[config.mk]
export PLATFORM = sky130hd
export DESIGN_NAME = plat_ctrl_top
export DESIGN_NICKNAME = d
export VERILOG_FILES = /design/src/verilog/plat_ctrl_pkg.sv /design/src/verilog/domain_rst_seq.sv /design/src/verilog/periph_clken_gen.sv /design/src/verilog/plat_ctrl_regs.sv /design/src/verilog/plat_ctrl_top.sv
export SDC_FILE = /design/constraint.sdc
export NUM_CORES = 1
export LEC_CHECK = 0
export ABC_AREA = 1
export BUFFER_PORTS_ARGS = -buffer_cell sky130_fd_sc_hd__clkbuf_2
export CORE_UTILIZATION = 35
export CTS_CLUSTER_DIAMETER = 120
export DETAILED_ROUTE_END_ITERATION = 10
export GPL_ROUTABILITY_DRIVEN = 1
export GPL_TIMING_DRIVEN = 0
export PLACE_DENSITY = 0.55
export SLEW_MARGIN = 20
export SYNTH_ARGS = -nofsm -noshare
export SYNTH_HDL_FRONTEND = slang
export SYNTH_SLANG_ARGS = --single-unit
[constraint.sdc]
create_clock -name master_clk -period 3.5 [get_ports master_clk]
set_input_delay 0.35 -clock master_clk [delete_from_list [all_inputs] [get_ports master_clk]]
set_output_delay 0.35 -clock master_clk [all_outputs]
set_load 0.05 [all_outputs]
[src/verilog/plat_ctrl_pkg.sv]
//--------------------
// Shared definitions for the platform controller: domain count,
// AXI4-Lite request and response structs, register offsets and
// the clock and reset configuration structs passed between blocks.
// Import inside module bodies; port lists use scoped names.
//--------------------
`default_nettype none

package plat_ctrl_pkg;

  // Bit order: timer0, timer1, uart0, wdog
  localparam int NUM_DOMAINS = 4;

  typedef logic [NUM_DOMAINS-1:0] domain_mask_t;
  // Enable period is 2**sel master cycles
  typedef logic [2:0]             clk_div_sel_t;

  //--------------------
  // AXI4-Lite
  //--------------------
  typedef logic [7:0]  axil_addr_t;
  typedef logic [31:0] axil_data_t;
  typedef logic [1:0]  axil_resp_t;

  localparam axil_resp_t RESP_OKAY   = 2'b00;
  localparam axil_resp_t RESP_SLVERR = 2'b10;

  typedef struct packed {
    axil_addr_t                      awaddr;
    logic                            awvalid;
    axil_data_t                      wdata;
    logic [$bits(axil_data_t)/8-1:0] wstrb;
    logic                            wvalid;
    logic                            bready;
    axil_addr_t                      araddr;
    logic                            arvalid;
    logic                            rready;
  } axil_req_t;

  typedef struct packed {
    logic       awready;
    logic       wready;
    logic       bvalid;
    axil_resp_t bresp;
    logic       arready;
    logic       rvalid;
    axil_data_t rdata;
    axil_resp_t rresp;
  } axil_rsp_t;

  //--------------------
  // Register map
  //--------------------
  localparam axil_addr_t REG_CLK_SEL  = 8'h00;
  localparam axil_addr_t REG_CLK_GATE = 8'h04;
  localparam axil_addr_t REG_RST_EN   = 8'h08;
  localparam axil_addr_t REG_RST_REQ  = 8'h0C;
  localparam axil_addr_t REG_RST_STAT = 8'h10;

  // Gate bit 1 means the domain runs
  typedef struct packed {
    clk_div_sel_t [NUM_DOMAINS-1:0] sel;
    domain_mask_t                   gate;
  } clk_cfg_t;

  typedef struct packed {
    domain_mask_t sys_rst_en;
    logic         lockup_rst_en;
    domain_mask_t sw_rst_req;
  } rst_cfg_t;

endpackage

`default_nettype wire

[src/verilog/domain_rst_seq.sv]
//--------------------
// Reset sequencer. Synchronizes the power-on reset release, merges
// the system reset sources and holds each domain reset, plus the
// CPU system reset, low for RST_HOLD_CYCLES after a trigger.
// Domain sequencers acknowledge in the cycle their reset rises.
//--------------------
`default_nettype none

module domain_rst_seq #(
  parameter int RST_HOLD_CYCLES = 8
) (
  input  wire logic                        master_clk,
  input  wire logic                        arst_n,
  input  wire plat_ctrl_pkg::rst_cfg_t     rst_cfg,
  input  wire logic                        sys_reset_req,
  input  wire logic                        lockup,
  input  wire logic                        wdog_reset_req,
  output wire logic                        sync_rst_n,
  output plat_ctrl_pkg::domain_mask_t      rst_ack,
  output wire plat_ctrl_pkg::domain_mask_t domain_rst_n,
  output wire logic                        cpu_sys_rst_n
);
  import plat_ctrl_pkg::*;

  // Domain channels first, CPU channel on top
  localparam int NUM_CH = NUM_DOMAINS + 1;
  localparam int CNT_W  = (RST_HOLD_CYCLES > 1) ? $clog2(RST_HOLD_CYCLES) : 1;
  localparam logic [CNT_W-1:0] HOLD_LOAD = CNT_W'(RST_HOLD_CYCLES - 1);

  typedef enum logic {
    IDLE,
    HOLD
  } seq_state_e;

  logic [1:0]        rst_sync_q;
  logic              sys_req;
  logic              sys_req_q;
  logic              sys_edge;
  wire  [NUM_CH-1:0] trig;
  wire  [NUM_CH-1:0] leave;
  wire  [NUM_CH-1:0] rst_n_w;

  //--------------------
  // Power-on reset synchronizer
  //--------------------
  always_ff @(posedge master_clk or negedge arst_n) begin
    if (!arst_n) begin
      rst_sync_q <= '0;
    end else begin
      rst_sync_q <= {rst_sync_q[0], 1'b1};
    end
  end

  assign sync_rst_n = rst_sync_q[1];

  // System reset sources, lockup only when enabled
  assign sys_req  = sys_reset_req || wdog_reset_req || (lockup && rst_cfg.lockup_rst_en);
  assign sys_edge = sys_req && !sys_req_q;

  always_ff @(posedge master_clk or negedge arst_n) begin
    if (!arst_n) begin
      sys_req_q <= 1'b0;
    end else begin
      sys_req_q <= sys_req;
    end
  end

  assign trig = {sys_edge, rst_cfg.sw_rst_req | (rst_cfg.sys_rst_en & {NUM_DOMAINS{sys_edge}})};

  //--------------------
  // Hold sequencers
  //--------------------
  for (genvar g = 0; g < NUM_CH; g++) begin : g_ch
    seq_state_e       state_q;
    logic [CNT_W-1:0] cnt_q;
    logic             rst_n_q;
    logic             hold_next;

    assign leave[g]   = (state_q == HOLD) && (cnt_q == '0);
    // Triggers while holding are dropped
    assign hold_next  = (state_q == IDLE) ? trig[g] : (cnt_q != '0);
    assign rst_n_w[g] = rst_n_q;

    always_ff @(posedge master_clk or negedge arst_n) begin
      if (!arst_n) begin
        state_q <= IDLE;
        cnt_q   <= '0;
        rst_n_q <= 1'b0;
      end else begin
        // Release tracks the first synchronizer stage
        rst_n_q <= rst_sync_q[0] && !hold_next;
        case (state_q)
          IDLE: begin
            if (trig[g]) begin
              state_q <= HOLD;
              cnt_q   <= HOLD_LOAD;
            end
          end
          HOLD: begin
            if (cnt_q == '0) begin
              state_q <= IDLE;
            end else begin
              cnt_q <= cnt_q - CNT_W'(1);
            end
          end
          default: state_q <= IDLE;
        endcase
      end
    end

    a_hold_len: assert property (@(posedge master_clk) disable iff (!sync_rst_n)
      $fell(rst_n_w[g]) |-> ##[1:RST_HOLD_CYCLES] rst_n_w[g])
      else $error("reset channel %0d held too long", g);
  end

  // Ack lines up with the rising reset
  always_ff @(posedge master_clk or negedge arst_n) begin
    if (!arst_n) begin
      rst_ack <= '0;
    end else begin
      rst_ack <= leave[NUM_DOMAINS-1:0];
    end
  end

  assign domain_rst_n  = rst_n_w[NUM_DOMAINS-1:0];
  assign cpu_sys_rst_n = rst_n_w[NUM_DOMAINS];

  for (genvar d = 0; d < NUM_DOMAINS; d++) begin : g_ack_chk
    a_ack_on_release: assert property (@(posedge master_clk) disable iff (!sync_rst_n)
      rst_ack[d] |-> domain_rst_n[d] && $past(!domain_rst_n[d]))
      else $error("rst_ack %0d without reset release", d);
  end

endmodule

`default_nettype wire

[src/verilog/periph_clken_gen.sv]
//--------------------
// Clock-enable qualifiers for the peripheral domains. Each domain
// pulses its clken for one master cycle every 2**sel cycles while
// its gate bit is set.
//--------------------
`default_nettype none

module periph_clken_gen (
  input  wire logic                        master_clk,
  input  wire logic                        sync_rst_n,
  input  wire plat_ctrl_pkg::clk_cfg_t     clk_cfg,
  output wire plat_ctrl_pkg::domain_mask_t clken
);
  import plat_ctrl_pkg::*;

  // Wide enough for the largest period
  localparam int CNT_W = 2 ** $bits(clk_div_sel_t) - 1;

  for (genvar g = 0; g < NUM_DOMAINS; g++) begin : g_dom
    clk_div_sel_t     sel_q;
    logic [CNT_W-1:0] cnt_q;
    logic [CNT_W-1:0] cnt_eff;
    logic [CNT_W-1:0] div_mask;

    // Select change restarts the period in the same cycle
    assign cnt_eff = (clk_cfg.sel[g] != sel_q) ? '0 : cnt_q;

    // Top select wraps the shift to zero, giving an all-ones mask
    assign div_mask = (CNT_W'(1) << clk_cfg.sel[g]) - CNT_W'(1);

    assign clken[g] = clk_cfg.gate[g] && ((cnt_eff & div_mask) == '0);

    always_ff @(posedge master_clk or negedge sync_rst_n) begin
      if (!sync_rst_n) begin
        sel_q <= '0;
        cnt_q <= '0;
      end else begin
        sel_q <= clk_cfg.sel[g];
        cnt_q <= cnt_eff + CNT_W'(1);
      end
    end

    // Qualifier lasts one cycle unless the select moves
    a_one_cycle: assert property (@(posedge master_clk) disable iff (!sync_rst_n)
      clken[g] && (clk_cfg.sel[g] != '0)
      |=> !clken[g] || (clk_cfg.sel[g] != $past(clk_cfg.sel[g])))
      else $error("clken %0d high on back-to-back cycles", g);
  end

endmodule

`default_nettype wire

[src/verilog/plat_ctrl_regs.sv]
//--------------------
// AXI4-Lite register block for the platform controller. Holds the
// divide selects, gate mask, system reset enables and pending
// software reset requests, and hands them out as config structs.
// One write and one read may be outstanding at a time.
//--------------------
`default_nettype none

module plat_ctrl_regs (
  input  wire logic                       master_clk,
  input  wire logic                       sync_rst_n,
  input  wire plat_ctrl_pkg::axil_req_t   axil_req,
  output plat_ctrl_pkg::axil_rsp_t        axil_rsp,
  output plat_ctrl_pkg::clk_cfg_t         clk_cfg,
  output plat_ctrl_pkg::rst_cfg_t         rst_cfg,
  input  wire plat_ctrl_pkg::domain_mask_t rst_ack,
  input  wire plat_ctrl_pkg::domain_mask_t domain_rst_n
);
  import plat_ctrl_pkg::*;

  localparam int SEL_W      = NUM_DOMAINS * $bits(clk_div_sel_t);
  localparam int STRB_W     = $bits(axil_data_t) / 8;
  localparam int LOCKUP_BIT = 8;

  // Handshakes and response state
  logic       aw_hs;
  logic       ar_hs;
  logic       bvalid_q;
  logic       rvalid_q;
  axil_resp_t bresp_q;
  axil_resp_t rresp_q;
  axil_data_t rdata_q;

  // Control registers
  clk_div_sel_t [NUM_DOMAINS-1:0] clk_sel_q;
  domain_mask_t clk_gate_q;
  domain_mask_t sys_rst_en_q;
  logic         lockup_en_q;
  domain_mask_t rst_pend_q;
  domain_mask_t sw_req_q;

  axil_data_t wmask;
  axil_data_t en_cur;
  axil_data_t sel_new;
  axil_data_t gate_new;
  axil_data_t en_new;
  axil_data_t req_new;
  axil_data_t rd_val;
  logic       wr_ok;
  logic       rd_ok;

  function automatic axil_data_t merge_wr(axil_data_t cur, axil_data_t wdata, axil_data_t mask);
    return (cur & ~mask) | (wdata & mask);
  endfunction

  assign aw_hs = axil_req.awvalid && axil_req.wvalid && !bvalid_q;
  assign ar_hs = axil_req.arvalid && !rvalid_q;

  //--------------------
  // Write data
  //--------------------
  always_comb begin
    for (int i = 0; i < STRB_W; i++) begin
      wmask[8*i +: 8] = {8{axil_req.wstrb[i]}};
    end
    en_cur             = axil_data_t'(sys_rst_en_q);
    en_cur[LOCKUP_BIT] = lockup_en_q;
    sel_new  = merge_wr(axil_data_t'(clk_sel_q), axil_req.wdata, wmask);
    gate_new = merge_wr(axil_data_t'(clk_gate_q), axil_req.wdata, wmask);
    en_new   = merge_wr(en_cur, axil_req.wdata, wmask);
    // Request register is write-one, so only set bits count
    req_new  = axil_req.wdata & wmask;
    wr_ok    = (axil_req.awaddr == REG_CLK_SEL) || (axil_req.awaddr == REG_CLK_GATE) ||
               (axil_req.awaddr == REG_RST_EN) || (axil_req.awaddr == REG_RST_REQ);
  end

  always_ff @(posedge master_clk or negedge sync_rst_n) begin
    if (!sync_rst_n) begin
      clk_sel_q    <= '0;
      clk_gate_q   <= '1;
      sys_rst_en_q <= '1;
      lockup_en_q  <= 1'b0;
      rst_pend_q   <= '0;
      sw_req_q     <= '0;
    end else begin
      sw_req_q   <= '0;
      rst_pend_q <= rst_pend_q & ~rst_ack;
      if (aw_hs) begin
        case (axil_req.awaddr)
          REG_CLK_SEL:  clk_sel_q  <= SEL_W'(sel_new);
          REG_CLK_GATE: clk_gate_q <= domain_mask_t'(gate_new);
          REG_RST_EN: begin
            sys_rst_en_q <= domain_mask_t'(en_new);
            lockup_en_q  <= en_new[LOCKUP_BIT];
          end
          REG_RST_REQ: begin
            // Pulse to the sequencer, pending until acknowledged
            sw_req_q   <= domain_mask_t'(req_new);
            rst_pend_q <= (rst_pend_q & ~rst_ack) | domain_mask_t'(req_new);
          end
          default: ;
        endcase
      end
    end
  end

  //--------------------
  // Read data
  //--------------------
  always_comb begin
    rd_val = '0;
    rd_ok  = 1'b1;
    case (axil_req.araddr)
      REG_CLK_SEL:  rd_val = axil_data_t'(clk_sel_q);
      REG_CLK_GATE: rd_val = axil_data_t'(clk_gate_q);
      REG_RST_EN:   rd_val = en_cur;
      REG_RST_REQ:  rd_val = axil_data_t'(rst_pend_q);
      REG_RST_STAT: rd_val = axil_data_t'(domain_rst_n);
      default:      rd_ok  = 1'b0;
    endcase
  end

  // Valid flags, held until the manager takes the response
  always_ff @(posedge master_clk or negedge sync_rst_n) begin
    if (!sync_rst_n) begin
      bvalid_q <= 1'b0;
      rvalid_q <= 1'b0;
    end else begin
      if (aw_hs) begin
        bvalid_q <= 1'b1;
      end else if (axil_req.bready) begin
        bvalid_q <= 1'b0;
      end
      if (ar_hs) begin
        rvalid_q <= 1'b1;
      end else if (axil_req.rready) begin
        rvalid_q <= 1'b0;
      end
    end
  end

  always_ff @(posedge master_clk) begin
    if (aw_hs) begin
      bresp_q <= wr_ok ? RESP_OKAY : RESP_SLVERR;
    end
    if (ar_hs) begin
      rdata_q <= rd_val;
      rresp_q <= rd_ok ? RESP_OKAY : RESP_SLVERR;
    end
  end

  always_comb begin
    axil_rsp         = '0;
    axil_rsp.awready = aw_hs;
    axil_rsp.wready  = aw_hs;
    axil_rsp.bvalid  = bvalid_q;
    axil_rsp.bresp   = bresp_q;
    axil_rsp.arready = ar_hs;
    axil_rsp.rvalid  = rvalid_q;
    axil_rsp.rdata   = rdata_q;
    axil_rsp.rresp   = rresp_q;

    clk_cfg.sel  = clk_sel_q;
    clk_cfg.gate = clk_gate_q;

    rst_cfg.sys_rst_en    = sys_rst_en_q;
    rst_cfg.lockup_rst_en = lockup_en_q;
    rst_cfg.sw_rst_req    = sw_req_q;
  end

  a_bvalid_hold: assert property (@(posedge master_clk) disable iff (!sync_rst_n)
    axil_rsp.bvalid && !axil_req.bready |=> axil_rsp.bvalid && $stable(axil_rsp.bresp))
    else $error("bvalid dropped before bready");

  a_rvalid_hold: assert property (@(posedge master_clk) disable iff (!sync_rst_n)
    axil_rsp.rvalid && !axil_req.rready |=> axil_rsp.rvalid && $stable(axil_rsp.rdata))
    else $error("rvalid dropped before rready");

endmodule

`default_nettype wire

[src/verilog/plat_ctrl_top.sv]
//--------------------
// Platform controller top. Ties the AXI4-Lite register block to
// the clock-enable generator and the reset sequencer, all running
// on master_clk. RST_HOLD_CYCLES sets the sequenced reset width.
//--------------------
`default_nettype none

module plat_ctrl_top #(
  parameter int RST_HOLD_CYCLES = 8
) (
  input  wire logic                        master_clk,
  input  wire logic                        arst_n,
  input  wire plat_ctrl_pkg::axil_req_t    axil_req,
  output wire plat_ctrl_pkg::axil_rsp_t    axil_rsp,
  input  wire logic                        sys_reset_req,
  input  wire logic                        lockup,
  input  wire logic                        wdog_reset_req,
  output wire plat_ctrl_pkg::domain_mask_t clken,
  output wire plat_ctrl_pkg::domain_mask_t domain_rst_n,
  output wire logic                        cpu_sys_rst_n
);
  import plat_ctrl_pkg::*;

  logic         sync_rst_n;
  clk_cfg_t     clk_cfg;
  rst_cfg_t     rst_cfg;
  domain_mask_t rst_ack;

  //--------------------
  // Register block
  //--------------------
  plat_ctrl_regs u_regs (
    .master_clk   (master_clk),
    .sync_rst_n   (sync_rst_n),
    .axil_req     (axil_req),
    .axil_rsp     (axil_rsp),
    .clk_cfg      (clk_cfg),
    .rst_cfg      (rst_cfg),
    .rst_ack      (rst_ack),
    .domain_rst_n (domain_rst_n)
  );

  // Peripheral clock qualifiers
  periph_clken_gen u_clken_gen (
    .master_clk (master_clk),
    .sync_rst_n (sync_rst_n),
    .clk_cfg    (clk_cfg),
    .clken      (clken)
  );

  //--------------------
  // Reset sequencing
  //--------------------
  domain_rst_seq #(
    .RST_HOLD_CYCLES (RST_HOLD_CYCLES)
  ) u_rst_seq (
    .master_clk     (master_clk),
    .arst_n         (arst_n),
    .rst_cfg        (rst_cfg),
    .sys_reset_req  (sys_reset_req),
    .lockup         (lockup),
    .wdog_reset_req (wdog_reset_req),
    .sync_rst_n     (sync_rst_n),
    .rst_ack        (rst_ack),
    .domain_rst_n   (domain_rst_n),
    .cpu_sys_rst_n  (cpu_sys_rst_n)
  );

endmodule

`default_nettype wire
; ---- Yosys cells after proc, flatten, opt, wreduce, memory -nomap -nowiden
; Cells that the tools add are included.
[op_classes]
n_shift = 4
n_mux = 51
bitwise = 22
add_sub_neg = 13
n_reduce_logical = 58
n_eq_ne = 21
[ops]
columns = operator, n
row1 = 12-bit case mux with 5 select lines, 1
row2 = "8-bit by 4-bit equality test with 1-bit output, second input constant", 4
row3 = 3-bit two-way mux, 10
row4 = 3-bit case mux with 2 select lines, 5
row5 = "7-bit by 1-bit adder with 7-bit output, second input constant", 4
row6 = 7-bit bitwise AND, 4
row7 = 7-bit zero test, 4
row8 = 7-bit two-way mux, 4
row9 = "1-bit by 3-bit left shift with 7-bit output, first input constant", 4
row10 = "7-bit by 2-bit subtractor with 7-bit output, second input constant", 4
row11 = 12-bit bitwise AND, 2
row12 = 1-bit two-way mux, 20
row13 = 1-bit logical AND, 18
row14 = "8-bit by 3-bit equality test with 1-bit output, second input constant", 2
row15 = 8-bit zero test, 2
row16 = 4-bit two-way mux, 4
row17 = 2-bit AND reduction, 8
row18 = 3-bit zero test, 5
row19 = 3-bit nonzero test, 5
row20 = "3-bit by 1-bit subtractor with 3-bit output, second input constant", 5
row21 = 4-bit bitwise AND, 3
row22 = 3-bit inequality test, 4
row23 = 12-bit inverter, 1
row24 = 12-bit OR, 1
row25 = other kinds (14), 45
[totals]
wordCells = 209
input_bits = 62
ff_bits = 139
output_inout_bits = 50

; ---- Logic depth before layout (Yosys ltp)
[depth]
depth_word = 8
mapped_depth = 14
depth_no_buf = 13

; ---- Modules after synthesis
; From an unflattened synthesis, not the netlist that was laid out.
[unflattened]
cells_unflattened = 858
hier_area_um2 = 6745.2
[by_module_without_submodules]
columns = mod, seq_area_each_um2, area_per_inst_um2, instances, cells_per_inst
row1 = periph_clken_gen, 1001.0, 2854.0, 1, 407
row2 = plat_ctrl_regs, 1206.2, 2336.0, 1, 273
row3 = domain_rst_seq, 800.8, 1555.2, 1, 178

; ---- Least setup slack after synthesis
; Ideal clock, no wire load.
[synth_timing]
path_type = reg2out
startpoint = register (tool-made name)
endpoint = output port clken[1]
t_required_ps = 3150
slack_ps = 1153
arrival_time_ps = 1997
stages_incl_launch_ff = 12
path_buffers = 1
path_cell_list = dfrtp_1 -> buf_2 -> nor2_1 -> nand2_1 -> ha_1 -> nand2_1 -> o21ai_0 -> nand2_1 -> nor2_1 -> nor2_1 -> nand2_1 -> nor2_1
[synth_rtl]
columns = element, line_no
row1 = end: declaration, plat_ctrl_top.sv:18  ; output wire plat_ctrl_pkg::domain_mask_t clken,

==> metrics.csv <==
metric,value,unit
status,"complete, no violations",
synth_fa_ha_area_share,3.55,%
wirelength,14.0,mm
routedWlPerCell,12.2,µm
finClkSkew,0.00751,ns
synth_common_cells,"nand2_1, inv_1, dfrtp_1",
clockBufferDepth,2,
synth-seq-cells,117,
powerDensity,611,mW/mm²
io_buffer_count,67,
cp.required,3.15,ns
ys_seq_area_share,47.4,%
ctsHoldBuffers,0,
place_congestion,0.799,
slowest_delay,0.38,ns
rows,48,
setup_viol,0,
dr.pass1.iters,4,
cp_cell_sequence,buf_2 -> nor2_1 -> nand2_1 -> ha_1 -> nand2_1 -> o21ai_0 -> nand2_1 -> nor2_1 -> nor2_1 -> nand2_1 -> nor2_1 -> clkbuf_2,
drc,0,
cts.repair.resized,0,
fin_crit,2.70,ns
diodes,0,
netlist_area,0.00635,mm²
syn_area_per_cell,7.90,µm²
synth_mux_area_share,0,%
root_buffer,clkbuf_16,
crit_type,reg -> out,
rsz0062_at_grt,no,
grt_pass1_vias,4704,
hp-class,in -> async,
grt_max_degree,49,
syn_inst,804,
clkTransAtPathRegs,0.06,ns
synth_ff_type,dfrtp_1,
synth-simple-area-share,30.4,%
max_freq,0.371,GHz
synth-edff-count,14,
yosys_warnings,0,
slew_headroom,45.7,%
synth_compound_area_share,3.49,%
ant_nets,0,
synth_top_cell_area_share,37.4,%
layoutNonFillerInstCount,1150,
area_growth_syn_to_layout,20.9,%
synthTopCellsByArea,"dfrtp_1, nand2_1, inv_1, edfxtp_1, nand3_1",
gr-usage-all-layers,16.4,%
end_kind,output port,
fp.dieW,137,µm
synth_cell_types,37,
grt_antenna_before_repair,0,
crit_path_top_delay_cell,dfrtp_1,
drt_iter0_drc,302,
boundaryPins,112,
clkLatencyLatePin,0.42,ns
drv_cap,0,
cts_setup_buffers,0,
coreArea,0.0175,mm²
synth.most_common_cell,nand2_1,
overflow,0,
leakage,4.04,nW
dp_cells,1118,
place_hpwl,10.2,mm
die-area,0.0187,mm²
synthArstFlopShare,88.0,%
peakVddDrop,382,µV
start_util,36.3,%
cts.sinks,117,
arrival,2.35,ns
fin_ws,0.804,ns
preCtsSetupSlack,1.23,ns
die_h,137,µm
vias,5077,
synth-xor-area-share,2.76,%
period_share,77.0,%
hold_viol,0,
grt_pass1_wl,23.2,mm
cts_buffers,17,
h-tree-depth,4,
drive_above_1_share,17.9,%
synth_top_family_by_area,simple AND/OR/NAND/NOR gates,
synth_top_cell_by_area,dfrtp_1,
fin_setup_tns,0,ns
maxSlewViolCount,0,
nets,992,
startpoint_type,register,
worst_pin_slew,0.814,ns
via_per_inst,4.41,
critPathMaxFanout,10,
cts_tree,built,
placed cells by master (no fill, tap or decap), types with 5 or more instances in the layout:
master and instances:
buf_2 7, ha_1 18, clkbuf_2 68, o21ai_0 33, nand4_1 23, nand2_1 215
clkbuf_16 17, dfstp_2 8, xor2_1 9, conb_1 23, edfxtp_1 14, buf_4 35
xnor2_1 11, inv_1 120, a21oi_1 6, clkinv_2 5, nand3_1 80, dfrtp_1 94
nor2_1 89, nor3_1 9
metal layers:
layer / wire length (µm) / up-vias / track usage, %
met4: 136 / 0 / 5.68
met1: 6790 / 2292 / 21.4
met5: 0 / - / 0
met2: 6470 / 77 / 25.7
met3: 591 / 9 / 5.07
li1: - / 2699 / -
report_power, final:
group / switching (mW) / internal (mW) / total, mW
clock network: 0.623 / 1.17 / 1.79
registers: 0.189 / 1.67 / 1.86
logic: 0.657 / 0.383 / 1.04
final timing paths:
check                                                          end                               from  depth (start not counted)  slack, ns
setup / recovery                                          clken[1]                           register                         12       0.80
hold / removal                       u_rst_seq.sys_req_q$_DFF_PN0_                             arst_n                          1       0.02
setup reg to reg           u_clken_gen.g_dom[0].cnt_q[6]$_DFF_PN0_                           register                         13       1.45
hold reg to reg                       u_regs.sw_req_q[1]$_DFF_PN0_  u_rst_seq.rst_sync_q[1]$_DFF_PN0_                          0       0.25
max in group asynchronous               asynchronous set/reset pin  u_rst_seq.rst_sync_q[1]$_DFF_PN0_                          1       2.63
min in group master_clk                u_regs.rvalid_q$_DFFE_PN0P_                        axil_req[0]                          2       0.13
critical path, delay by kind of cell (launching register included):
| kind | cells | cell delay, ns |
|---|---|---|
| adders and majority gates | 1 | 0.26 |
| AOI/OAI and AO/OA | 1 | 0.08 |
| buffers and inverters | 2 | 0.48 |
| and+or+nand+nor | 8 | 0.72 |
| DFF | 1 | 0.38 |
final cells by class:
class                      instances  area, µm²
timing repair buffer              68        363
sequential                       117       3010
inverter                         124        467
multi-input combinational        539       2640
clock inverter                     9        124
clock buffer                      23        478
fill                            1772       9800
buffer                            45        318
tap                              225        282
per-stage QoR:
step / cell area, µm² / hold slack [ns] / total power, mW / util (%)
finish: 7680 / 0.0200 / 4.69 / 43.9
global route: 7680 / 0.0818 / 4.99 / 43.9
CTS: 7680 / 0.0344 / 4.76 / 43.9
detailed placement: 7080 / 0.266 / 2.93 / 40.5
global placement: 7040 / 0.353 / 2.90 / 40.3
floorplan: 6430 / 0.0544 / 2.67 / -
logic make-up (layout without fill, tap and decap cells):
family / after synthesis / count (layout)
AND/OR/NAND/NOR: 435 / 435
XOR/XNOR: 20 / 20
AO/OA/AOI/OAI: 43 / 43
adder cells (fa/ha/maj): 18 / 18
flip-flops: 117 / 117
other: 2 / 23
buffers and inverters: 169 / 269
No activity file was read; power rests on OpenSTA's default activity.
